<file path="src/lua_pkg.sv">
`default_nettype none

package lua_pkg;

	typedef logic [31:0] word_t;
	typedef logic [6:0] ttag_t;

	localparam ttag_t TT_INT = 7'd19; // compared on low five bits
	localparam int TVALUE_SHIFT = 3; // 8-byte stack slot
	localparam word_t SAVEDPC_OFS = 32'd20;

	typedef enum logic [1:0] {
		CMD_RUN = 2'd0,
		CMD_LOAD_REG = 2'd1,
		CMD_LOAD_TT = 2'd2,
		CMD_LOAD_BASE = 2'd3
	} cmd_e;

	typedef enum logic [5:0] {
		OP_MOVE = 6'd0,
		OP_ADD = 6'd13,
		OP_SUB = 6'd14,
		OP_MUL = 6'd15
	} opcode_e;

	typedef enum logic [1:0] {
		INSTR_IN_PROGRESS = 2'd0,
		INSTR_DONE = 2'd1,
		INSTR_IDLE = 2'd2,
		INSTR_NOT_IMPL = 2'd3
	} instr_status_e;

	typedef enum logic [1:0] {
		A_SRC_INSTR = 2'd0,
		A_SRC_DUMP = 2'd1,
		A_SRC_HOST = 2'd3
	} a_src_e;

	typedef enum logic [3:0] {
		ST_IDLE = 4'd0,
		ST_FETCH_PC = 4'd1,
		ST_FETCH_INSTR = 4'd2,
		ST_STORE_PC = 4'd3,
		ST_EXEC = 4'd4,
		ST_LOAD_REG = 4'd5,
		ST_LOAD_TT = 4'd6,
		ST_LOAD_BASE = 4'd7,
		ST_STORE_REGS = 4'd8,
		ST_FINISH = 4'd15
	} cmd_state_e;

	typedef enum logic [1:0] {
		PH_START = 2'd0,
		PH_DATA = 2'd1,
		PH_TYPE = 2'd2,
		PH_DONE = 2'd3
	} dump_phase_e;

endpackage

`default_nettype wire

</file>
<file path="src/lua_cmd_seq.sv">
`timescale 1ns/1ps
`default_nettype none

module lua_cmd_seq (
	input wire clk,
	input wire rst,
	input wire start,
	input wire lua_pkg::cmd_e cmd,
	input wire pc_done,
	input wire ir_done,
	input wire dump_done,
	input wire global_dirty,
	input wire lua_pkg::instr_status_e instr_status,
	output logic done,
	output logic fetch_pc,
	output logic store_pc,
	output logic fetch_instr,
	output logic incr_pc,
	output logic run_instr,
	output logic store_regs,
	output logic host_wr_data,
	output logic host_wr_type,
	output logic write_base,
	output logic clear_dirty,
	output logic clear_valid,
	output lua_pkg::a_src_e a_src
);
	import lua_pkg::*;

	cmd_state_e state;

	always_ff @(posedge clk or posedge rst) begin
		if (rst) begin
			state <= ST_IDLE;
		end else begin
			case (state)
				ST_IDLE: begin
					if (start) begin
						case (cmd)
							CMD_RUN: state <= ST_FETCH_PC;
							CMD_LOAD_REG: state <= ST_LOAD_REG;
							CMD_LOAD_TT: state <= ST_LOAD_TT;
							default: state <= ST_LOAD_BASE;
						endcase
					end
				end
				ST_FETCH_PC: begin
					if (pc_done)
						state <= ST_FETCH_INSTR;
				end
				ST_FETCH_INSTR: begin
					if (ir_done)
						state <= ST_EXEC;
				end
				ST_EXEC: begin
					case (instr_status)
						INSTR_DONE: state <= ST_FETCH_INSTR;
						INSTR_NOT_IMPL: state <= ST_STORE_PC; // first op we can't run
						default: state <= ST_EXEC;
					endcase
				end
				ST_STORE_PC: begin
					if (pc_done)
						state <= global_dirty ? ST_STORE_REGS : ST_FINISH;
				end
				ST_STORE_REGS: begin
					if (dump_done)
						state <= ST_FINISH;
				end
				ST_LOAD_REG, ST_LOAD_TT, ST_LOAD_BASE: state <= ST_FINISH;
				default: state <= ST_IDLE; // FINISH and unused codes
			endcase
		end
	end

	always_comb begin
		done = 1'b0;
		fetch_pc = 1'b0;
		store_pc = 1'b0;
		fetch_instr = 1'b0;
		incr_pc = 1'b0;
		run_instr = 1'b0;
		store_regs = 1'b0;
		host_wr_data = 1'b0;
		host_wr_type = 1'b0;
		write_base = 1'b0;
		clear_dirty = 1'b0;
		clear_valid = 1'b0;
		a_src = A_SRC_INSTR;
		case (state)
			ST_FETCH_PC: fetch_pc = 1'b1;
			ST_FETCH_INSTR: begin
				fetch_instr = 1'b1;
				incr_pc = ir_done; // step pc as the fetch retires
			end
			ST_EXEC: run_instr = 1'b1;
			ST_STORE_PC: store_pc = 1'b1;
			ST_STORE_REGS: begin
				store_regs = 1'b1;
				a_src = A_SRC_DUMP;
			end
			ST_LOAD_REG: begin
				host_wr_data = 1'b1;
				a_src = A_SRC_HOST;
			end
			ST_LOAD_TT: begin
				host_wr_type = 1'b1;
				a_src = A_SRC_HOST;
			end
			ST_LOAD_BASE: begin
				// new frame, old register contents are meaningless
				write_base = 1'b1;
				clear_dirty = 1'b1;
				clear_valid = 1'b1;
			end
			ST_FINISH: begin
				done = 1'b1;
				clear_dirty = 1'b1;
			end
			default: ;
		endcase
	end

endmodule

`default_nettype wire

</file>
<file path="config.mk">
export PLATFORM = sky130hd
export DESIGN_NAME = lua_cmd_seq
export DESIGN_NICKNAME = d
export VERILOG_FILES = /design/src/lua_pkg.sv /design/src/lua_cmd_seq.sv
export SDC_FILE = /design/constraint.sdc
export NUM_CORES = 1
export LEC_CHECK = 0
export CORE_MARGIN = 5
export CORE_UTILIZATION = 30
export DETAILED_ROUTE_END_ITERATION = 12
export DONT_BUFFER_PORTS = 1
export PLACE_DENSITY = 0.46
export SLEW_MARGIN = 20
export SYNTH_ARGS = -nofsm -noshare
export SYNTH_HDL_FRONTEND = slang
export SYNTH_SLANG_ARGS = --single-unit
</file>
<file path="constraint.sdc">
create_clock -name clk -period 2.3 [get_ports clk]
set_clock_uncertainty 0.05 [all_clocks]
set_input_delay 0.46 -clock clk [delete_from_list [all_inputs] [get_ports clk]]
set_output_delay 0.46 -clock clk [all_outputs]
set_load 0.03 [all_outputs]
</file>
Word-level counts from Yosys, hierarchy flattened:

Cells that the tools add are included.

* flip-flop bits (word level): 4
* latch bits: 0
* RAM bits: 0
* ROM bits: 0
* output and inout bits: 14
* word-level logic and storage cells: 46
* memories kept: 0

* $add $sub $neg: 0
* multiply operators: 0
* divide/modulo/power cells: 0
* magnitude comparators: 0
* equal/unequal tests: 18
* shift operators: 0
* multiplexer cells: 21
* bitwise logic cells: 0
* reductions and logical operators: 6

Operators by type and width (number)
* $pmux 4 s7: 1
* $mux 4: 5
* $eq 4x3->1 const B: 4
* $mux 1: 11
* $ne 2x2->1 const B: 5
* $pmux 3 s3: 1
* $eq 4x2->1 const B: 2
* $eq 4x4->1 const B: 2
* $pmux 3 s2: 1
* $reduce_and 5->1: 1
* $eq 2x1->1 const B: 2
* $eq 2x2->1 const B: 2
* $eq 4x1->1 const B: 1
* $logic_not 4->1: 1
* $pmux 2 s2: 1
* $reduce_or 2->1: 2
* $mux 3: 1
* $reduce_or 3->1: 1
* $logic_not 2->1: 1

Depth between registers and ports, before layout:

Gate-level depths: netlist of the first run.

* depth after elaboration: 4
* mapped depth: 5

Least setup slack after synthesis of the first run:

No wires, ideal clock.

* kind: reg2out
* from: register state[0]
* to: output port a_src[0]
* data arrival time: 1.684 ns
* required time: 1.790 ns
* setup slack: 0.106 ns
* cell stages (with the launch flop): 6
* path through: dfrtp_1 buf_6 clkbuf_1 nand2b_1 a21oi_1 or2_2

* word-level cells in the longest chain between the ends: 3
* elaborated cells on any way between the ends: 5
* classes of those cells: eq/ne: 3; mux: 1; reduce/logical: 1

Ends and longest elaborated chain
* from (decl): RTL line lua_cmd_seq.sv:30 `cmd_state_e state;`
* from (signal assigned): RTL line lua_cmd_seq.sv:64 `state <= global_dirty ? ST_STORE_REGS : ST_FINISH;`
* $eq 4x3->1: RTL line lua_cmd_seq.sv:90 `case (state)`
* $reduce_or 2->1 (no source line)
* $pmux 2 s2 *: RTL line lua_cmd_seq.sv:90
* to (decl): RTL line lua_cmd_seq.sv:26 `output lua_pkg::a_src_e a_src`

Mark *: on every way between the ends. The rest lies on a longest branch, timed or not.

Final worst setup path of the first run:

Ends and elaborated chain as after synthesis.

==> results of run 1 <==
==> layout by cell type (no fill, tap or decap), types with 2 or more instances in the layout <==
cell type  Yosys  layout
nor2b_1        3       3
nand2b_1       3       3
and2_1         2       2
buf_4          1      10
clkbuf_4       0       3
inv_1          2       2
nor2_1         7       7
nand2_1        3       3
o21bai_1       2       2
dfrtp_1        4       4
or2_2          2       2
nor3_1         5       5
==> stage by stage <==
step / utilization (%) / area [um^2] / worst slack (ns)
floorplan: - / 435.4 / 0.1064
global placement: 36.87 / 491.7 / 0.4609
detailed placement: 36.87 / 491.7 / 0.4685
CTS: 39.31 / 524.3 / 0.2111
global route: 39.31 / 524.3 / 0.09615
finish: 39.31 / 524.3 / 0.2176
==> power groups by stage <==
stage,clock network (uW),logic (uW),registers [uW]
finish,86.9,517,207
global route,92.4,569,219
CTS,90.0,521,207
detailed placement,0,515,207
global placement,0,515,208
floorplan,0,489,122
==> layer usage <==
layer  up-vias  share of wire (%)  GRT usage (%)  routed length (um)
li1        219                  -              -                   -
met1       190                 46          15.74                 549
met2        14                 46          17.41                 550
met3         2                5.3          1.845                  63
met4         0                1.7          8.065                  20
met5         -                  0              0                   0
==> synth_stat cells <==
library cell / n / area, um^2
nor4bb_1: 1 / 10.01
a211o_1: 1 / 8.760
nor4_1: 1 / 6.260
a32o_1: 1 / 10.01
nor3_1: 5 / 25.02
a21oi_1: 1 / 5.000
a31oi_1: 1 / 6.260
nand3_1: 1 / 5.000
nor2_1: 7 / 26.28
o21ai_0: 1 / 5.000
nand2_1: 3 / 11.26
o21bai_1: 2 / 15.01
nor4b_4: 1 / 23.77
a21o_1: 1 / 7.510
o311ai_1: 1 / 8.760
and2_1: 2 / 12.51
buf_6: 1 / 11.26
dfrtp_1: 4 / 100.1
nor2b_1: 3 / 18.77
o21a_1: 1 / 7.510
buf_4: 1 / 7.510
nand2b_1: 3 / 18.77
or2_0: 1 / 6.260
a211oi_1: 1 / 7.510
buf_2: 3 / 15.01
clkbuf_1: 1 / 3.750
inv_1: 2 / 7.510
o31a_1: 1 / 8.760
or2_2: 2 / 12.51
a22o_1: 1 / 8.760
a2111oi_0: 1 / 8.760
and3_1: 1 / 6.260
==> worst max-delay path: cells and delay by family, from the launching register on <==
| family | cells | cell delay, ns |
|---|---|---|
| AOI/OAI and AO/OA | 1 | 0.09 |
| DFF | 1 | 0.64 |
| and+or+nand+nor | 2 | 0.60 |
==> logic make-up after synthesis <==
logic type / synth area share (%)
compound gates: 24.71
buf+inv: 10.34
simple gates: 41.96
flops: 22.99
==> final timing paths <==
| kind | to | slack, ns | startpoint | depth (start not counted) |
|---|---|---|---|---|
| min in group asynchronous | state[3]$_DFFE_PP0P_ | 0.49 | rst | 2 |
| hold reg to reg | state[3]$_DFFE_PP0P_ | 0.64 | state[3]$_DFFE_PP0P_ | 1 |
| hold / removal | state[3]$_DFFE_PP0P_ | 0.40 | pc_done | 2 |
| setup reg to reg | state[1]$_DFFE_PP0P_ | 0.54 | state[0]$_DFFE_PP0P_ | 4 |
| max in group asynchronous | state[1]$_DFFE_PP0P_ | 1.56 | rst | 2 |
| setup / recovery | a_src[0] | 0.22 | state[0]$_DFFE_PP0P_ | 3 |
==> area by class of cell <==
class / count / area share, %
Tap cell: 15 / 3.580
Timing Repair Buffer: 11 / 16.23
Inverter: 2 / 1.432
Sequential cell: 4 / 19.09
Multi-Input combinational cell: 45 / 55.37
Clock buffer: 3 / 4.296
==> metrics list, run 1 <==
- Cells traversed along the worst timing path: nand2b_1 -> a21oi_1 -> or2_2
- Entering global routing, the biggest net connects 18 pins.
- DRC Markers: 0
- Max incr delay on CP: about 0.64 ns
* Cell Count Post-Placement: 76
- Yosys printed 0 warnings.
- Die boundary height: between 40 and 50 um
- Cell type of the slowest stage on the worst timing path: dfrtp_1
* Top-level port count: 25
* Unrepaired setup endpoints after global routing: no
* Flip-flop count of the largest register, all copies and words added: 4
* Max Root-Sink Buffers: 2
- Layout cell share with drive strength beyond 1: roughly a quarter
- Number of levels in the clock H-tree: 1
- The region available for standard cell placement spans ~1300 um^2.
- The critical path in this run is classified as flop to output pin.
* Share of the yosys chip area belonging to registers: between 20% and 30%
- After legalization and detailed placement, the total HPWL measured ~900 um.
- The initial utilization of the core area, before any placement, comes to 32.65%.
- Global-route wire length before repair: about 1.9 mm
* Storage cell area: 100.1 um^2
- Total track usage: a little under an eighth
- In this run the power density over the cells is between 1500 and 2000 nW/um^2.
* Status: completed
* Area used by multi-input combinational logic: ~290 um^2
- Port Buffer Count: 0
- Horiz. Die Dim: about 48 um
* Drt total wl: 1.183 mm
- Registers with the most flip-flops: state x4
- The final count of hold timing violations was 0.
- Average wire per cell in the routed design: ~15 um
- In this run the static leakage power is ~0.00024 uW.
* Cell count after synthesis: 57
- Net count after synthesis: 68
- Clk slew on worst S/H paths: ~0.040 ns
- The design draws slightly above 800 uW.
- Number of register bits inferred by synthesis: 4
- For this design the total switching power over the nets is 429.4 uW.
* Average cell area after synthesis: approximately 7.6 um^2
- The filler cells instantiated in the layout total 153.
- For this run, the detailed router's first-pass iteration total came to 1.
* Hold buffers post-CTS: 1
- Max_slew headroom: between 60% and 70%
- Maximum ir drop on the vdd rail: 513.3 uV
- Number of global-route vias before repair: 448
- The number of setup buffers added after CTS is 0.
* Routed vias: between 400 and 500
* Internal power component: 381.4 uW
- The mapped netlist covers ~440 um^2.
* Fraction of power spent switching nets: 52.95%
- Data on the critical path is required at its endpoint by 1.79 ns.
- Max-cap viol count: 0
- Part of the power in combinational logic: a little under two thirds
* Detailed-route vias per instance: 5.313
* Number of standard cells in the final layout excluding fillers: 80
- Element type at the critical path start: flop
* Diodes inserted: 0
* Post_cts resized: 0
- Sink Count: 4
- Post-layout nets: 78
- The initial antenna violation count was 0.
- Of all nets on the critical path, the largest fanout is 17.
- Clock group share of total power: 10.7%
* Count of pins over their slew limit: 0
- Sequential cells burn between 20 and 30% of the power.
- Hold timing on the final database bottoms out at a slack of between 0.3 and 0.4 ns.
- The count of nets left with antenna violations once routing finished came out at 0.
- In this run the worst hold path is classified as input port to flop.
- Crit path capture type: output pin
* Area of the die: about 2300 um^2
* Final period demand of the worst path: between 2 and 2.5 ns
- Routability congestion estimate from global placement: ~0.73
- TritonCTS built the clock tree.
- Latest clock arrival within the worst-skew pair: ~0.23 ns
* Setup violation total in the final timing report: 0
* Total CTS buffers: 3
- Setup TNS Final: 0 ns
- Synthesis instantiated 32 different standard cells from the library.
- At the worst endpoint, the arrival time is roughly 1.6 ns.
- Largest register by flop count: state
- The floorplan has 13 rows.
* Signed area change from the synthesized netlist to the final layout: 20.40%
* Drt first-iter violations: 0
- For this run the aggregate overflow at the end of global routing stands at 0.
- For this run, the top clock speed supported by timing is 480.2 MHz.
- Dividing the final minimum period by the clock period gives 90.54%.
* Slew at the pin closest to its max-slew limit: 0.5628 ns
* Root Buffer: clkbuf_4
Power figures use the tool's default switching activity.
==> inputs of run 2 (changes only) <==
CORE_AREA = 5 5 42 44   (was default)
CORE_MARGIN = default   (was 5)
CORE_UTILIZATION = default   (was 30)
DIE_AREA = 0 0 47 49   (was default)
PLACE_DENSITY = 0.48   (was 0.46)
==> metrics list, run 2 (synthesis gave the netlist of run 1 again) <==
- Fillers: 169 (was 153)
- Initial standard-cell utilization of the core: 31.07% (was 32.65%)
- The normalized max-slew margin was 62.06% (was 62.34%).
* Max incr delay on CP: 0.66 ns (was 0.64 ns)
* Number of global-route vias before repair: 424 (was 448)
- The insertion delay of the later-clocked pin in the worst-skew pair came to 0.24 ns (was 0.23 ns).
* Fraction of the cycle the final worst path needs: 90.97% (was 90.54%)
- The category of the worst setup path launch point was a flop (unchanged).
* Type of the worst setup path: flop to output pin (unchanged)
- The total setup buffers inserted after CTS is 0 (unchanged).
- Pwr per Cell Area: 1540 nW/um^2 (was 1547 nW/um^2)
* Post_cts resized: 0 (unchanged)
- The post-route total power is 785.9 uW (was 810.8 uW).
* Unrepaired setup endpoints after global routing: no (unchanged)
- The number of buffer cells added on primary ports is 0 (unchanged).
* Largest register by flop count: state (unchanged)
- The clock-pin transition on the worst setup and hold timing paths was 0.04 ns (about the same).
- The vias after detailed routing is 436 (was 425).
- The highest ir drop seen on vdd was 422.6 uV (was 513.3 uV).
- FP Rows: 14 (was 13)
- The cell chosen for the clock root is clkbuf_4 (unchanged).
* Count of pins over their slew limit: 0 (unchanged)
* Area of the die: 2303 um^2 (was 2313 um^2)
* Diodes inserted: 0 (unchanged)
* Half-perimeter wire length after placement: 834.2 um (was 876.2 um)
- Average wire per cell in the routed design: 14.11 um (was 14.79 um)
- Max-cap viol count: 0 (unchanged)
- Drt first-iter violations: 6 (was 0)
* Setup violation total in the final timing report: 0 (unchanged)
* Signed area change from the synthesized netlist to the final layout: 17.24% (was 20.40%)
- The wire length of the first global-routing pass was 1.876 mm (unchanged).
- The final count of hold timing violations was 0 (unchanged).
- Maximum net fanout on the critical path: 17 (unchanged)
- The total of hold buffers inserted after clock tree synthesis is 1 (unchanged).
* Largest net degree at the start of global routing: 18 (unchanged)
- The slew at the pin closest to its max-slew limit was 0.5670 ns (was 0.5628 ns).
- The leakage power total came to 0.0002272 uW (was 0.0002376 uW).
- The number of optimization iterations in the first detailed-route pass was 4 (was 1).
* Post-layout nets: 76 (was 78)
- The area of the placeable core came to 1401 um^2 (was 1334 um^2).
- The slowest library cell on the worst path was dfrtp_1 (unchanged).
* Cells traversed along the worst timing path: nand2b_1 -> a21oi_1 -> or2_2 (unchanged)
- The total negative slack for setup checks was 0 ns (unchanged).
- Max Root-Sink Buffers: 2 (unchanged)
- The register cell area after layout was 100.1 um^2 (unchanged).
* Final period demand of the worst path: 2.092 ns (was 2.082 ns)
* Crit path capture type: output pin (unchanged)
- Highest attainable clock frequency: 478.0 MHz (was 480.2 MHz)
- Area used by multi-input combinational logic: 290.3 um^2 (unchanged)
- The most common library cell in the layout ignoring fill and taps is buf_4 (unchanged).
* Layout cell share with drive strength beyond 1: 22.22% (was 24.62%)
- The count of nets left with antenna violations after detail routing is 0 (unchanged).
- The total overflow reported by the global router is 0 (unchanged).
- The vertical die dimension came to 49 um (was 48.10 um).
- Status: completed (unchanged)
* Registers with the most flip-flops: state x4 (unchanged)
* Top library cells by usage in the layout, fill and taps aside: buf_4 (8), nor2_1 (7), nor3_1 (5) (was buf_4 (10), nor2_1 (7), nor3_1 (5))
- Flip-flop count of the largest register, all copies and words added: 4 (unchanged)
- The final weighted congestion in routability-driven placement came to 0.7923 (was 0.7319).
- Antenna violations before repair: 0 (unchanged)
- The count of pins on the block boundary came to 25 (unchanged).
- The critical path data required time came to 1.79 ns (about the same).
* Total track usage: 11.14% (was 11.83%)
- TritonCTS clock tree: done (unchanged)
- Number of levels in the clock H-tree: 1 (unchanged)
* Horiz. Die Dim: 47 um (was 48.10 um)
* Hold Crit Class: input port to flop (unchanged)
- The number of buffers added by the clock tree synthesis step is 3 (unchanged).
* CP arrival: 1.58 ns (was 1.57 ns)
- The number of clock sinks was 4 (unchanged).
- The routed via count divided by cell count is 5.519 (was 5.313).
- DRC Markers: 0 (unchanged)
- Drt total wl: 1.115 mm (was 1.183 mm)
==> run 2: layer usage <==
layer | GRT usage (%) | share of wire [%] | wire (um) | vias to the layer above
met5 | 0 | 0 | 0 | -
met2 | 14.71 | 51 | 571 | 12
met4 | 5.530 | 0 | 0 | 0
met1 | 14.57 | 42 | 467 | 207
met3 | 5.535 | 6.7 | 75 | 0
li1 | - | - | - | 217
==> run 2: power breakdown <==
part,switching [uW],internal [uW],leakage [uW],total (uW)
sequential,109,102,0.0000511,210
combinational,280,208,0.000162,488
clock,29.1,58.4,0.0000138,87.5
total,418,368,0.000227,786
==> run 2: per-stage QoR <==
stage | cells | hold slack (ns) | cell area, um^2 | util, % | setup WS (ns)
final | 79 | 0.3986 | 510.5 | 36.43 | 0.2078
after global placement | 75 | 0.1905 | 478.0 | 34.11 | 0.4609
after CTS | 79 | 0.3990 | 510.5 | 36.43 | 0.2088
after detailed placement | 75 | 0.1910 | 478.0 | 34.11 | 0.4601
after floorplan | 57 | 0.1761 | 435.4 | - | 0.1064
after global routing | 79 | 0.4322 | 510.5 | 36.43 | 0.09240
==> run 2: worst max-delay path: cells and delay by family, from the launching register on <==
family,cells,cell delay (ns)
AOI/OAI and AO/OA,1,0.09
DFF,1,0.66
and+or+nand+nor,2,0.59
==> run 2: cell type report <==
type | instances | area share, %
Clock buffer | 3 | 4.412
Inverter | 2 | 1.471
Multi-Input combinational cell | 45 | 56.86
Sequential cell | 4 | 19.61
Tap cell | 16 | 3.922
Timing Repair Buffer | 9 | 13.73
==> run 2: path summary, 6_finish.rpt <==
path / cells past startpoint / slack, ns / from / end
max: 3 / 0.21 / state[0]$_DFFE_PP0P_ / a_src[0]
min: 2 / 0.40 / pc_done / state[3]$_DFFE_PP0P_
max reg2reg: 4 / 0.53 / state[0]$_DFFE_PP0P_ / state[1]$_DFFE_PP0P_
min reg2reg: 1 / 0.63 / state[3]$_DFFE_PP0P_ / state[3]$_DFFE_PP0P_
max in group asynchronous: 2 / 1.56 / rst / state[2]$_DFFE_PP0P_
min in group asynchronous: 2 / 0.49 / rst / state[0]$_DFFE_PP0P_
